## config.mk

```make
export PLATFORM = sky130hd
export DESIGN_NAME = core_ctrl
export DESIGN_NICKNAME = d
export VERILOG_FILES = /design/src/logic/ctrl_pkg.sv /design/src/logic/core_ctrl.sv /design/src/logic/ctrl_fsm.sv /design/src/logic/hazard_unit.sv /design/src/logic/operand_fwd_sel.sv
export SDC_FILE = /design/constraint.sdc
export NUM_CORES = 1
export LEC_CHECK = 0
export BUFFER_PORTS_ARGS = -buffer_cell sky130_fd_sc_hd__clkbuf_2
export CAP_MARGIN = 20
export CORE_MARGIN = 2
export CORE_UTILIZATION = 39
export DETAILED_ROUTE_END_ITERATION = 8
export PLACE_DENSITY = 0.88
export REMOVE_ABC_BUFFERS = 1
export SETUP_SLACK_MARGIN = 0.5
export SLEW_MARGIN = 25
export SYNTH_ARGS = -nofsm -noshare
export SYNTH_HDL_FRONTEND = slang
export SYNTH_HIERARCHICAL = 1
export SYNTH_SLANG_ARGS = --single-unit
```

## constraint.sdc

```tcl
create_clock -name clk -period 2.1 [get_ports clk]
set_input_delay 0.42 -clock clk [delete_from_list [all_inputs] [get_ports clk]]
set_output_delay 0.42 -clock clk [all_outputs]
set_load 0.02 [all_outputs]
```

## src/logic/ctrl_pkg.sv

```systemverilog
/*
  shared encodings for the core controller. pc_mux_t and fw_sel_t values
  must match the fetch stage and the operand muxes in decode
*/
package ctrl_pkg;

  ////////////////////////////////////////////////////////////
  // program counter source, sent to fetch with pc_set
  ////////////////////////////////////////////////////////////
  typedef logic [2:0] pc_mux_t;

  localparam pc_mux_t PC_BOOT      = 3'd0;
  localparam pc_mux_t PC_JUMP      = 3'd1;
  localparam pc_mux_t PC_BRANCH    = 3'd2;
  localparam pc_mux_t PC_EXCEPTION = 3'd3;
  localparam pc_mux_t PC_ERET      = 3'd4;

  ////////////////////////////////////////////////////////////
  // kind of control flow instruction sitting in decode
  ////////////////////////////////////////////////////////////
  typedef logic [1:0] jump_t;

  localparam jump_t BRANCH_NONE = 2'd0;
  localparam jump_t BRANCH_JAL  = 2'd1;
  localparam jump_t BRANCH_JALR = 2'd2;
  localparam jump_t BRANCH_COND = 2'd3;

  ////////////////////////////////////////////////////////////
  // operand forwarding select
  ////////////////////////////////////////////////////////////
  typedef logic [1:0] fw_sel_t;

  localparam fw_sel_t SEL_REGFILE = 2'd0;
  localparam fw_sel_t SEL_FW_EX   = 2'd1;
  localparam fw_sel_t SEL_FW_WB   = 2'd2;

  // controller states
  // flush_ex/flush_wb drain the pipe before sleep or resume
  typedef enum logic [3:0] {
    RESET,
    BOOT_SET,
    SLEEP,
    FIRST_FETCH,
    DECODE,
    FLUSH_EX,
    FLUSH_WB
  } ctrl_state_e;

endpackage

```

## src/logic/core_ctrl.sv

```systemverilog
/*
  core controller top, split decode and execute, two read ports.
  no debug interface and no misaligned access support
*/
`timescale 1ns/1ps

module core_ctrl import ctrl_pkg::*; (
  input  logic    clk,
  input  logic    rst_n,

  // core enable and pipeline status
  input  logic    fetch_enable_i,
  input  logic    instr_valid_i,
  input  logic    id_ready_i,
  input  logic    ex_valid_i,
  output logic    instr_req_o,
  output logic    ctrl_busy_o,
  output logic    is_decoding_o,

  // decoder
  input  logic    illegal_insn_i,
  input  logic    eret_insn_i,
  input  logic    pipe_flush_i,
  input  jump_t   jump_in_dec_i,
  output logic    deassert_we_o,

  // execute stage
  input  logic    branch_taken_ex_i,
  input  logic    data_req_ex_i,

  // fetch redirect
  output logic    pc_set_o,
  output pc_mux_t pc_mux_o,

  // exception controller
  input  logic    exc_req_i,
  input  logic    ext_req_i,
  output logic    exc_ack_o,
  output logic    exc_save_if_o,
  output logic    exc_save_id_o,
  output logic    exc_save_takenbranch_o,
  output logic    exc_restore_id_o,

  // register write enables of later stages
  input  logic    regfile_we_ex_i,
  input  logic    regfile_we_wb_i,
  input  logic    regfile_alu_we_fw_i,

  // register match bits from the decoder
  input  logic    reg_d_wb_is_reg_a_i,
  input  logic    reg_d_wb_is_reg_b_i,
  input  logic    reg_d_alu_is_reg_a_i,
  input  logic    reg_d_alu_is_reg_b_i,

  // forwarding selects
  output fw_sel_t operand_a_fw_mux_sel_o,
  output fw_sel_t operand_b_fw_mux_sel_o,

  // stalls
  output logic    halt_if_o,
  output logic    halt_id_o,
  output logic    load_stall_o,
  output logic    jr_stall_o
);

  ////////////////////////////////////////////////////////////
  // sequencing
  ////////////////////////////////////////////////////////////
  ctrl_fsm u_ctrl_fsm (
    .clk                    (clk),
    .rst_n                  (rst_n),
    .fetch_enable_i         (fetch_enable_i),
    .instr_valid_i          (instr_valid_i),
    .id_ready_i             (id_ready_i),
    .ex_valid_i             (ex_valid_i),
    .pipe_flush_i           (pipe_flush_i),
    .eret_insn_i            (eret_insn_i),
    .jump_in_dec_i          (jump_in_dec_i),
    .branch_taken_ex_i      (branch_taken_ex_i),
    .exc_req_i              (exc_req_i),
    .ext_req_i              (ext_req_i),
    .jr_stall_i             (jr_stall_o),
    .instr_req_o            (instr_req_o),
    .ctrl_busy_o            (ctrl_busy_o),
    .is_decoding_o          (is_decoding_o),
    .pc_set_o               (pc_set_o),
    .pc_mux_o               (pc_mux_o),
    .halt_if_o              (halt_if_o),
    .halt_id_o              (halt_id_o),
    .exc_ack_o              (exc_ack_o),
    .exc_save_if_o          (exc_save_if_o),
    .exc_save_id_o          (exc_save_id_o),
    .exc_save_takenbranch_o (exc_save_takenbranch_o),
    .exc_restore_id_o       (exc_restore_id_o)
  );

  // jr stall feeds back to the fsm, it does not depend on is_decoding
  hazard_unit u_hazard_unit (
    .is_decoding_i        (is_decoding_o),
    .illegal_insn_i       (illegal_insn_i),
    .jump_in_dec_i        (jump_in_dec_i),
    .data_req_ex_i        (data_req_ex_i),
    .regfile_we_ex_i      (regfile_we_ex_i),
    .regfile_we_wb_i      (regfile_we_wb_i),
    .regfile_alu_we_fw_i  (regfile_alu_we_fw_i),
    .reg_d_wb_is_reg_a_i  (reg_d_wb_is_reg_a_i),
    .reg_d_alu_is_reg_a_i (reg_d_alu_is_reg_a_i),
    .reg_d_alu_is_reg_b_i (reg_d_alu_is_reg_b_i),
    .load_stall_o         (load_stall_o),
    .jr_stall_o           (jr_stall_o),
    .deassert_we_o        (deassert_we_o)
  );

  ////////////////////////////////////////////////////////////
  // forwarding
  ////////////////////////////////////////////////////////////
  operand_fwd_sel u_operand_fwd_sel (
    .regfile_we_wb_i        (regfile_we_wb_i),
    .regfile_alu_we_fw_i    (regfile_alu_we_fw_i),
    .reg_d_wb_is_reg_a_i    (reg_d_wb_is_reg_a_i),
    .reg_d_wb_is_reg_b_i    (reg_d_wb_is_reg_b_i),
    .reg_d_alu_is_reg_a_i   (reg_d_alu_is_reg_a_i),
    .reg_d_alu_is_reg_b_i   (reg_d_alu_is_reg_b_i),
    .operand_a_fw_mux_sel_o (operand_a_fw_mux_sel_o),
    .operand_b_fw_mux_sel_o (operand_b_fw_mux_sel_o)
  );

endmodule

```

## src/logic/ctrl_fsm.sv

```systemverilog
/*
  controller FSM, jumps resolved in decode, branches resolved in execute.
  all outputs are combinational from state and inputs; no debug support
*/
`timescale 1ns/1ps

module ctrl_fsm import ctrl_pkg::*; (
  input  logic    clk,
  input  logic    rst_n,

  // start of decoding, and wake condition out of sleep
  input  logic    fetch_enable_i,
  input  logic    instr_valid_i,
  input  logic    id_ready_i,
  input  logic    ex_valid_i,

  // decoder requests
  input  logic    pipe_flush_i,
  input  logic    eret_insn_i,
  input  jump_t   jump_in_dec_i,

  // branch outcome from execute
  input  logic    branch_taken_ex_i,

  // exception controller
  input  logic    exc_req_i,
  input  logic    ext_req_i,

  // from hazard unit
  input  logic    jr_stall_i,

  output logic    instr_req_o,
  output logic    ctrl_busy_o,
  output logic    is_decoding_o,

  // redirect to fetch
  output logic    pc_set_o,
  output pc_mux_t pc_mux_o,

  // pipeline halts
  output logic    halt_if_o,
  output logic    halt_id_o,

  // exception save and restore strobes
  output logic    exc_ack_o,
  output logic    exc_save_if_o,
  output logic    exc_save_id_o,
  output logic    exc_save_takenbranch_o,
  output logic    exc_restore_id_o
);

  ctrl_state_e state_q;
  ctrl_state_e state_d;

  // set by a redirect, held until decode accepts the next instruction
  logic jump_done_q;
  logic jump_done_d;

  ////////////////////////////////////////////////////////////
  // next state and outputs
  ////////////////////////////////////////////////////////////
  always_comb begin
    // defaults, core running and fetching
    instr_req_o            = 1'b1;
    ctrl_busy_o            = 1'b1;
    is_decoding_o          = 1'b0;
    pc_set_o               = 1'b0;
    pc_mux_o               = PC_BOOT;
    halt_if_o              = 1'b0;
    halt_id_o              = 1'b0;
    exc_ack_o              = 1'b0;
    exc_save_if_o          = 1'b0;
    exc_save_id_o          = 1'b0;
    exc_save_takenbranch_o = 1'b0;
    exc_restore_id_o       = 1'b0;
    jump_done_d            = jump_done_q;
    state_d                = state_q;

    case (state_q)
      // idle after reset until fetch is enabled
      RESET: begin
        instr_req_o = 1'b0;
        ctrl_busy_o = 1'b0;
        if (fetch_enable_i) begin
          state_d = BOOT_SET;
        end
      end

      // load boot address into fetch
      BOOT_SET: begin
        pc_mux_o = PC_BOOT;
        pc_set_o = 1'b1;
        state_d  = FIRST_FETCH;
      end

      // pipeline is empty, wait for enable or an interrupt
      SLEEP: begin
        instr_req_o = 1'b0;
        ctrl_busy_o = 1'b0;
        halt_if_o   = 1'b1;
        halt_id_o   = 1'b1;
        if (fetch_enable_i || exc_req_i) begin
          state_d = FIRST_FETCH;
        end
      end

      // wait for the first instruction to reach decode
      FIRST_FETCH: begin
        if (id_ready_i) begin
          state_d = DECODE;
        end

        // interrupt that woke us up, pipe was flushed before sleep
        if (exc_req_i) begin
          pc_mux_o      = PC_EXCEPTION;
          pc_set_o      = 1'b1;
          exc_ack_o     = 1'b1;
          exc_save_if_o = 1'b1;
        end
      end

      DECODE: begin
        // a taken branch in execute kills the instruction in decode
        if (instr_valid_i && !branch_taken_ex_i) begin
          is_decoding_o = 1'b1;

          if (jump_in_dec_i == BRANCH_JAL || jump_in_dec_i == BRANCH_JALR) begin
            // target known in decode
            pc_mux_o = PC_JUMP;
            // wait out a jr stall, and fire only once per jump
            if (!jr_stall_i && !jump_done_q) begin
              pc_set_o    = 1'b1;
              jump_done_d = 1'b1;
            end
          end else if (exc_req_i) begin
            pc_mux_o      = PC_EXCEPTION;
            pc_set_o      = 1'b1;
            exc_ack_o     = 1'b1;
            exc_save_id_o = 1'b1;
          end

          if (eret_insn_i) begin
            pc_mux_o         = PC_ERET;
            exc_restore_id_o = 1'b1;
            if (!jump_done_q) begin
              pc_set_o    = 1'b1;
              jump_done_d = 1'b1;
            end
          end

          // wfi, or eret back to sleep: drain ex and wb first
          if (pipe_flush_i || (eret_insn_i && !fetch_enable_i)) begin
            halt_if_o = 1'b1;
            halt_id_o = 1'b1;
            state_d   = FLUSH_EX;
          end
        end

        // bubble in decode, external interrupt can go right away
        if (!instr_valid_i && !branch_taken_ex_i && ext_req_i) begin
          pc_mux_o      = PC_EXCEPTION;
          pc_set_o      = 1'b1;
          exc_ack_o     = 1'b1;
          // keep the bubble out of execute
          halt_id_o     = 1'b1;
          exc_save_if_o = 1'b1;
        end

        // taken branch overrides anything decode wanted
        if (branch_taken_ex_i) begin
          pc_mux_o      = PC_BRANCH;
          pc_set_o      = 1'b1;

          // interrupt on top of the branch, return to the branch target
          if (ext_req_i) begin
            pc_mux_o               = PC_EXCEPTION;
            exc_ack_o              = 1'b1;
            halt_id_o              = 1'b1;
            exc_save_takenbranch_o = 1'b1;
          end
        end
      end

      // insert nop into execute until it completes
      FLUSH_EX: begin
        halt_if_o = 1'b1;
        halt_id_o = 1'b1;
        if (ex_valid_i) begin
          state_d = FLUSH_WB;
        end
      end

      // one cycle for writeback, then resume or sleep
      FLUSH_WB: begin
        halt_if_o = 1'b1;
        halt_id_o = 1'b1;
        if (fetch_enable_i) begin
          halt_if_o = 1'b0;
          state_d   = DECODE;
        end else begin
          state_d = SLEEP;
        end
      end

      // unused encodings fall back to reset
      default: begin
        instr_req_o = 1'b0;
        state_d     = RESET;
      end
    endcase
  end

  ////////////////////////////////////////////////////////////
  // state registers
  ////////////////////////////////////////////////////////////
  always_ff @(posedge clk or negedge rst_n) begin
    if (!rst_n) begin
      state_q     <= RESET;
      jump_done_q <= 1'b0;
    end else begin
      state_q     <= state_d;
      // drops once decode takes the next instruction
      jump_done_q <= jump_done_d & ~id_ready_i;
    end
  end

endmodule

```

## src/logic/hazard_unit.sv

```systemverilog
/*
  load-use and jump-register hazard detection, purely combinational.
  relies on the decoder's precomputed register match bits
*/
`timescale 1ns/1ps

module hazard_unit import ctrl_pkg::*; (
  input  logic  is_decoding_i,
  input  logic  illegal_insn_i,

  // instruction in decode
  input  jump_t jump_in_dec_i,

  // pending writes further down the pipe
  input  logic  data_req_ex_i,
  input  logic  regfile_we_ex_i,
  input  logic  regfile_we_wb_i,
  input  logic  regfile_alu_we_fw_i,

  // destination matches a decode source
  input  logic  reg_d_wb_is_reg_a_i,
  input  logic  reg_d_alu_is_reg_a_i,
  input  logic  reg_d_alu_is_reg_b_i,

  output logic  load_stall_o,
  output logic  jr_stall_o,
  output logic  deassert_we_o
);

  logic load_hit;
  logic jr_hit;

  // load in execute whose result decode needs on a or b
  assign load_hit = data_req_ex_i && regfile_we_ex_i &&
                    (reg_d_alu_is_reg_a_i || reg_d_alu_is_reg_b_i);

  // jalr target register still in flight, pc cannot be formed yet
  assign jr_hit = (jump_in_dec_i == BRANCH_JALR) &&
                  ((regfile_we_wb_i && reg_d_wb_is_reg_a_i) ||
                   (regfile_we_ex_i && reg_d_alu_is_reg_a_i) ||
                   (regfile_alu_we_fw_i && reg_d_alu_is_reg_a_i));

  // independent of fsm state, only decode and pipe inputs
  assign jr_stall_o = jr_hit;

  ////////////////////////////////////////////////////////////
  // stall and write enable suppression
  ////////////////////////////////////////////////////////////
  always_comb begin
    load_stall_o  = 1'b0;
    deassert_we_o = 1'b0;

    // nothing is being decoded, so nothing may write
    if (!is_decoding_i) begin
      deassert_we_o = 1'b1;
    end

    if (illegal_insn_i) begin
      deassert_we_o = 1'b1;
    end

    if (load_hit) begin
      load_stall_o  = 1'b1;
      deassert_we_o = 1'b1;
    end

    // stalled jalr must not write its link register yet
    if (jr_hit) begin
      deassert_we_o = 1'b1;
    end
  end

endmodule

```

## src/logic/operand_fwd_sel.sv

```systemverilog
/*
  forwarding select for decode operands a and b.
  execute result wins over writeback, being the newer value
*/
`timescale 1ns/1ps

module operand_fwd_sel import ctrl_pkg::*; (
  // write enables of the two forward paths
  input  logic    regfile_we_wb_i,
  input  logic    regfile_alu_we_fw_i,

  // destination matches from the decoder
  input  logic    reg_d_wb_is_reg_a_i,
  input  logic    reg_d_wb_is_reg_b_i,
  input  logic    reg_d_alu_is_reg_a_i,
  input  logic    reg_d_alu_is_reg_b_i,

  output fw_sel_t operand_a_fw_mux_sel_o,
  output fw_sel_t operand_b_fw_mux_sel_o
);

  always_comb begin
    // register file unless a pending write hits
    operand_a_fw_mux_sel_o = SEL_REGFILE;
    operand_b_fw_mux_sel_o = SEL_REGFILE;

    // writeback to decode
    if (regfile_we_wb_i) begin
      if (reg_d_wb_is_reg_a_i) begin
        operand_a_fw_mux_sel_o = SEL_FW_WB;
      end
      if (reg_d_wb_is_reg_b_i) begin
        operand_b_fw_mux_sel_o = SEL_FW_WB;
      end
    end

    // execute to decode, overrides writeback
    if (regfile_alu_we_fw_i) begin
      if (reg_d_alu_is_reg_a_i) begin
        operand_a_fw_mux_sel_o = SEL_FW_EX;
      end
      if (reg_d_alu_is_reg_b_i) begin
        operand_b_fw_mux_sel_o = SEL_FW_EX;
      end
    end
  end

endmodule

```

Word level (Yosys, flattened, before mapping):

Index checks and enable logic that the tools add are counted.
W data, S select, Z words.

* flip-flop bits (word level): 5
* input port bits: 22
* output and inout bits: 21
* word-level logic and storage cells: 117

* eq/ne operators: 14
* mux-type cells: 71
* bitwise gates (word level): 2
* reductions and logical operators: 28

Operators with widths (count)
* $mux W1: 43
* $pmux W4 S7: 1
* $mux W4: 6
* $mux W2: 10
* $mux W3: 5
* $eq A4 B3 Y1 const B: 3
* $logic_and A1 B1 Y1: 11
* $eq A4 B2 Y1 const B: 2
* $logic_or A1 B1 Y1: 6
* $ne A2 B1 Y1 const B: 3
* $ne A2 B2 Y1 const B: 3
* $pmux W1 S2: 3
* $pmux W1 S3: 2
* $pmux W3 S2: 1
* $reduce_and A6 Y1: 1
* $logic_not A1 Y1: 5
* $reduce_or A5 Y1: 1
* $eq A4 B1 Y1 const B: 1
* $logic_not A4 Y1: 1
* $reduce_or A2 Y1: 2
* $reduce_or A3 Y1: 1
* $eq A2 B1 Y1 const B: 1
* $eq A2 B2 Y1 const B: 1
* $and A1 B1 Y1: 1
* $not A1 Y1: 1

Logic depth before layout (Yosys ltp):

* depth after elaboration: 14
* mapped depth: 6
* mapped depth without buffers: 5

Hierarchy:

Netlist, hierarchy kept.

Modules (own cells, without submodules)
* ctrl_fsm: instances 1, cells each 73, area each 515.5 µm²
* hazard_unit: instances 1, cells each 6, area each 40.0 µm²
* operand_fwd_sel: instances 1, cells each 6, area each 35.0 µm²

Worst setup path before layout:

No wires, ideal clock.

* path type: reg2out
* start point: register u_ctrl_fsm.state_q[1]
* end point: output deassert_we_o
* arrival time: 1953 ps
* required time: 1680 ps
* setup slack: -273 ps
* stages on the path, launching flop included: 6
* path through: dfrtp_1 buf_6 or3b_1 buf_2 nor2_1 or4b_1

* cells in the longest elaborated chain, start to end: 6

RTL lines
* start: declaration: RTL line ctrl_fsm.sv:52 `ctrl_state_e state_q;`
* start signal: assignment: RTL line ctrl_fsm.sv:221 `state_q <= state_d;`
* $eq A4 B3 Y1: RTL line ctrl_fsm.sv:79 `case (state_q)`
* $mux W1: RTL line ctrl_fsm.sv:79
* net is_decoding_o: RTL line core_ctrl.sv:18 `output logic is_decoding_o,`
* $mux W1: RTL line hazard_unit.sv:54 `if (!is_decoding_i) begin`
* $mux W1: RTL line hazard_unit.sv:58 `if (illegal_insn_i) begin`
* $mux W1: RTL line hazard_unit.sv:62 `if (load_hit) begin`
* $mux W1: RTL line hazard_unit.sv:68 `if (jr_hit) begin`
* end: declaration: RTL line core_ctrl.sv:25 `output logic deassert_we_o,`

The timed path passes the listed nets, and every way through them passes these cells.

Worst setup path after layout:

* start point: register u_ctrl_fsm.state_q[1]
* end point: output deassert_we_o

* cells in the longest elaborated chain, start to end: 6

RTL lines (RTL line)
* $eq A4 B3 Y1: ctrl_fsm.sv:79
* $mux W1: ctrl_fsm.sv:79
* $mux W1: hazard_unit.sv:54
* $mux W1: hazard_unit.sv:58
* $mux W1: hazard_unit.sv:62
* $mux W1: hazard_unit.sv:68

Every way passes these cells.

==> flow_summary.json <==
{
  "first_global_vias": 820,
  "max_cap_violations": 0,
  "ys_warn_count": 6,
  "dr_wl_met3_um": 322,
  "pre_cts_slack_ps": 111,
  "ff2ff_path_depth": 7,
  "maxSlewViolCount": 0,
  "clock_latency_ps": 270,
  "synth_edf_count": 0,
  "r2r-end": "u_ctrl_fsm/state_q[2]",
  "fp.dieH_um": 42.9,
  "hold_class": "primary input to flop",
  "vias": 930,
  "top_layer_used": "met4",
  "grt_first_pass_wirelength_um": 3410,
  "finalHoldViolCount": 0,
  "ys_types": 36,
  "ys_seq_area_frac": 0.169,
  "drive_above_1_share": 0.638,
  "final_cells": 157,
  "cts_max_level": 1,
  "antenna_left": 0,
  "dp_hpwl_um": 1490,
  "skew_ps": 17.3,
  "cp_slowest_stage_delay_ps": 480,
  "synth_cells": 85,
  "grt.total_usage": 0.241,
  "grt_overflow_total": 0,
  "diodes": 0,
  "status": "finished with violations",
  "cp.arrival_ps": 1800,
  "worstMarginPinSlew_ps": 390,
  "rrSetupSlack_ps": 180,
  "fin_tns_setup_ps": -324,
  "hp-start": "id_ready_i",
  "wl_um": 3000,
  "slowest_stage": "or4b_4",
  "finalWorstSetupSlack_ps": -121,
  "final.min_clock_period_ps": 2220,
  "portBuffers": 42,
  "async_flop_share": 1.00,
  "multiInputGateArea_sq_um": 591,
  "cts_tree": "yes",
  "synth-seq-cells": 4,
  "wirelength_met1_um": 1050,
  "avgSynthCellArea_sq_um": 6.95,
  "core-area_sq_um": 1450,
  "synthToLayoutAreaGrowth_pct": 111,
  "crit_type": "flop to primary output",
  "cp_cell_sequence": "or3b_4 -> nor2_4 -> or4b_4 -> buf_6",
  "whs_ps": 348,
  "setup_violations": 5,
  "via_per_inst": 5.92,
  "num_io_pins": 43,
  "antenna_found_initial": 0,
  "cts.path.max_buffers": 2,
  "clkSinkCount": 4,
  "place_inst": 144,
  "min_period_over_period": 1.06,
  "start_util": 0.406,
  "drtPass1Iterations": 5,
  "dieArea_sq_um": 1840,
  "min_path_cells": 2,
  "rsz0062_at_grt": "true",
  "final_nets": 165,
  "drc": 0,
  "synth.cell_area_sq_um": 591,
  "gp_congestion": 0.844,
  "violations": "negative setup slack",
  "r2r-start": "u_ctrl_fsm/state_q[1]",
  "numCtsBuffers": 3,
  "powerDensity_nw_per_um2": 1250,
  "row_count": 14,
  "postLayoutCoreUtil": 0.855,
  "end_kind": "primary output",
  "fillers": 89,
  "die_x_um": 42.9,
  "hold_path_end": "u_ctrl_fsm/jump_done_q",
  "wl_met2_um": 1530,
  "timing.fmax_mhz": 450,
  "peakVddDrop_uv": 996,
  "cp_max_fo": 2,
  "critPathLaunchType": "flop",
  "drt_iter0_drc": 40,
  "wire_per_inst_um": 19.1,
  "seq_area_sq_um": 100,
  "slew_headroom": 0.737,
  "synth-main-ff-cell": "dfrtp_1",
  "p_leak_nw": 0.599,
  "cts.clk_slew.worst_paths_ps": 60,
  "grt_max_degree": 17,
  "root_buffer": "clkbuf_4",
  "cp.required_ps": 1680
}
## synth_stat cells (all sizes together), types with 2 or more instances
cell    instances  area (sq um)
a211oi          2          15.0
clkbuf          4          15.0
o21ai          12          60.1
mux2            3          33.8
buf             2          16.3
nor2            8          32.5
inv             5          18.8
dfrtp           4           100
nor3b           2          15.0
a21oi           7          38.8
nand2b          5          31.3
nand2           8          30.0
and2            4          30.0
o211ai          2          20.0
## routing by layer
layer | GRT usage | vias to the layer above
met5 | 0 | -
met4 | 0.0625 | 0
met1 | 0.250 | 422
met3 | 0.0681 | 15
li1 | - | 416
met2 | 0.461 | 77
## layout make-up
| class | instances | share of cell area |
|---|---|---|
| well taps | 16 | 0.0161 |
| inverters | 5 | 0.0151 |
| repair buffers | 59 | 0.395 |
| flip-flops and latches | 4 | 0.0805 |
| clock buffers | 3 | 0.0181 |
| multi-input cells | 70 | 0.475 |
## logic make-up (layout without fill, tap and decap cells)
kind of cell    count (synthesis)  count (layout)  share of synthesized area
simple gates                   35              35                      0.335
compound gates                 31              31                      0.339
buf+inv                        11              67                     0.0847
flops                           4               4                      0.169
mux                             3               3                     0.0572
xor+xnor                        1               1                     0.0148
## registers in the layout (all words and copies together), names as in the netlist
name,count
u_ctrl_fsm/jump_done_q,1
u_ctrl_fsm/state_q,3
## cells in the final DEF (no fill, tap or decap), types with 2 or more instances in the layout
cell | netlist | routed
dfrtp_1 | 4 | 4
buf_6 | 1 | 11
nor2_1 | 7 | 5
buf_12 | 0 | 2
and2_4 | 2 | 4
o21ai_4 | 0 | 2
inv_1 | 5 | 5
mux2_4 | 0 | 2
a211oi_1 | 2 | 2
o21ai_0 | 12 | 5
o21ai_1 | 0 | 3
nor3b_1 | 2 | 2
clkbuf_4 | 0 | 3
o21ai_2 | 0 | 2
a21oi_2 | 1 | 2
nand2b_1 | 5 | 4
clkbuf_2 | 0 | 26
nand2_1 | 8 | 7
buf_4 | 0 | 13
a21oi_1 | 6 | 4
nor2_4 | 0 | 2
buf_8 | 0 | 6
## metrics by stage
stage,cell area [sq um],total power [W]
floorplan,559,0.000628
global placement,842,0.000872
detailed placement,842,0.000900
CTS,1030,0.00119
global route,1240,0.00162
finish,1240,0.00155
## repair_timing
action / 4_1_cts / 5_1_grt
gates resized for setup: 37 / 52
setup buffers: 4 / 5
endpoints found under the hold margin: 4 / 0
hold buffers: 1 / 0
pin swaps: 8 / 10
setup endpoints to repair: 17 / 18
## worst max-delay path, delay by kind of cell, from the launching register on
| kind | cells | cell delay, ps |
|---|---|---|
| buffers and inverters | 1 | 150 |
| DFF | 1 | 380 |
| and+or+nand+nor | 3 | 1000 |
## worst max path at each step
stage / end / startpoint / cells after the start / slack [ps]
6_report: deassert_we_o / u_ctrl_fsm/state_q[1] / 4 / -120
5_1_grt: deassert_we_o / u_ctrl_fsm/state_q[1] / 4 / -150
4_1_cts: deassert_we_o / u_ctrl_fsm/state_q[1] / 4 / -90
3_5_place_dp: pc_mux_o[1] / branch_taken_ex_i / 6 / 110
3_3_place_gp: pc_mux_o[1] / branch_taken_ex_i / 6 / 160
2_1_floorplan: deassert_we_o / u_ctrl_fsm/state_q[1] / 3 / -290
## report_power, final
group / switching, W / internal [W] / leakage, nW / total, W
Clock: 0.0000511 / 0.0000653 / 0.0138 / 0.000116
Sequential: 0.0000204 / 0.000112 / 0.0495 / 0.000132
Combinational: 0.000646 / 0.000655 / 0.536 / 0.00130
Total: 0.000718 / 0.000832 / 0.599 / 0.00155
No activity file was read; power rests on OpenSTA's default activity.
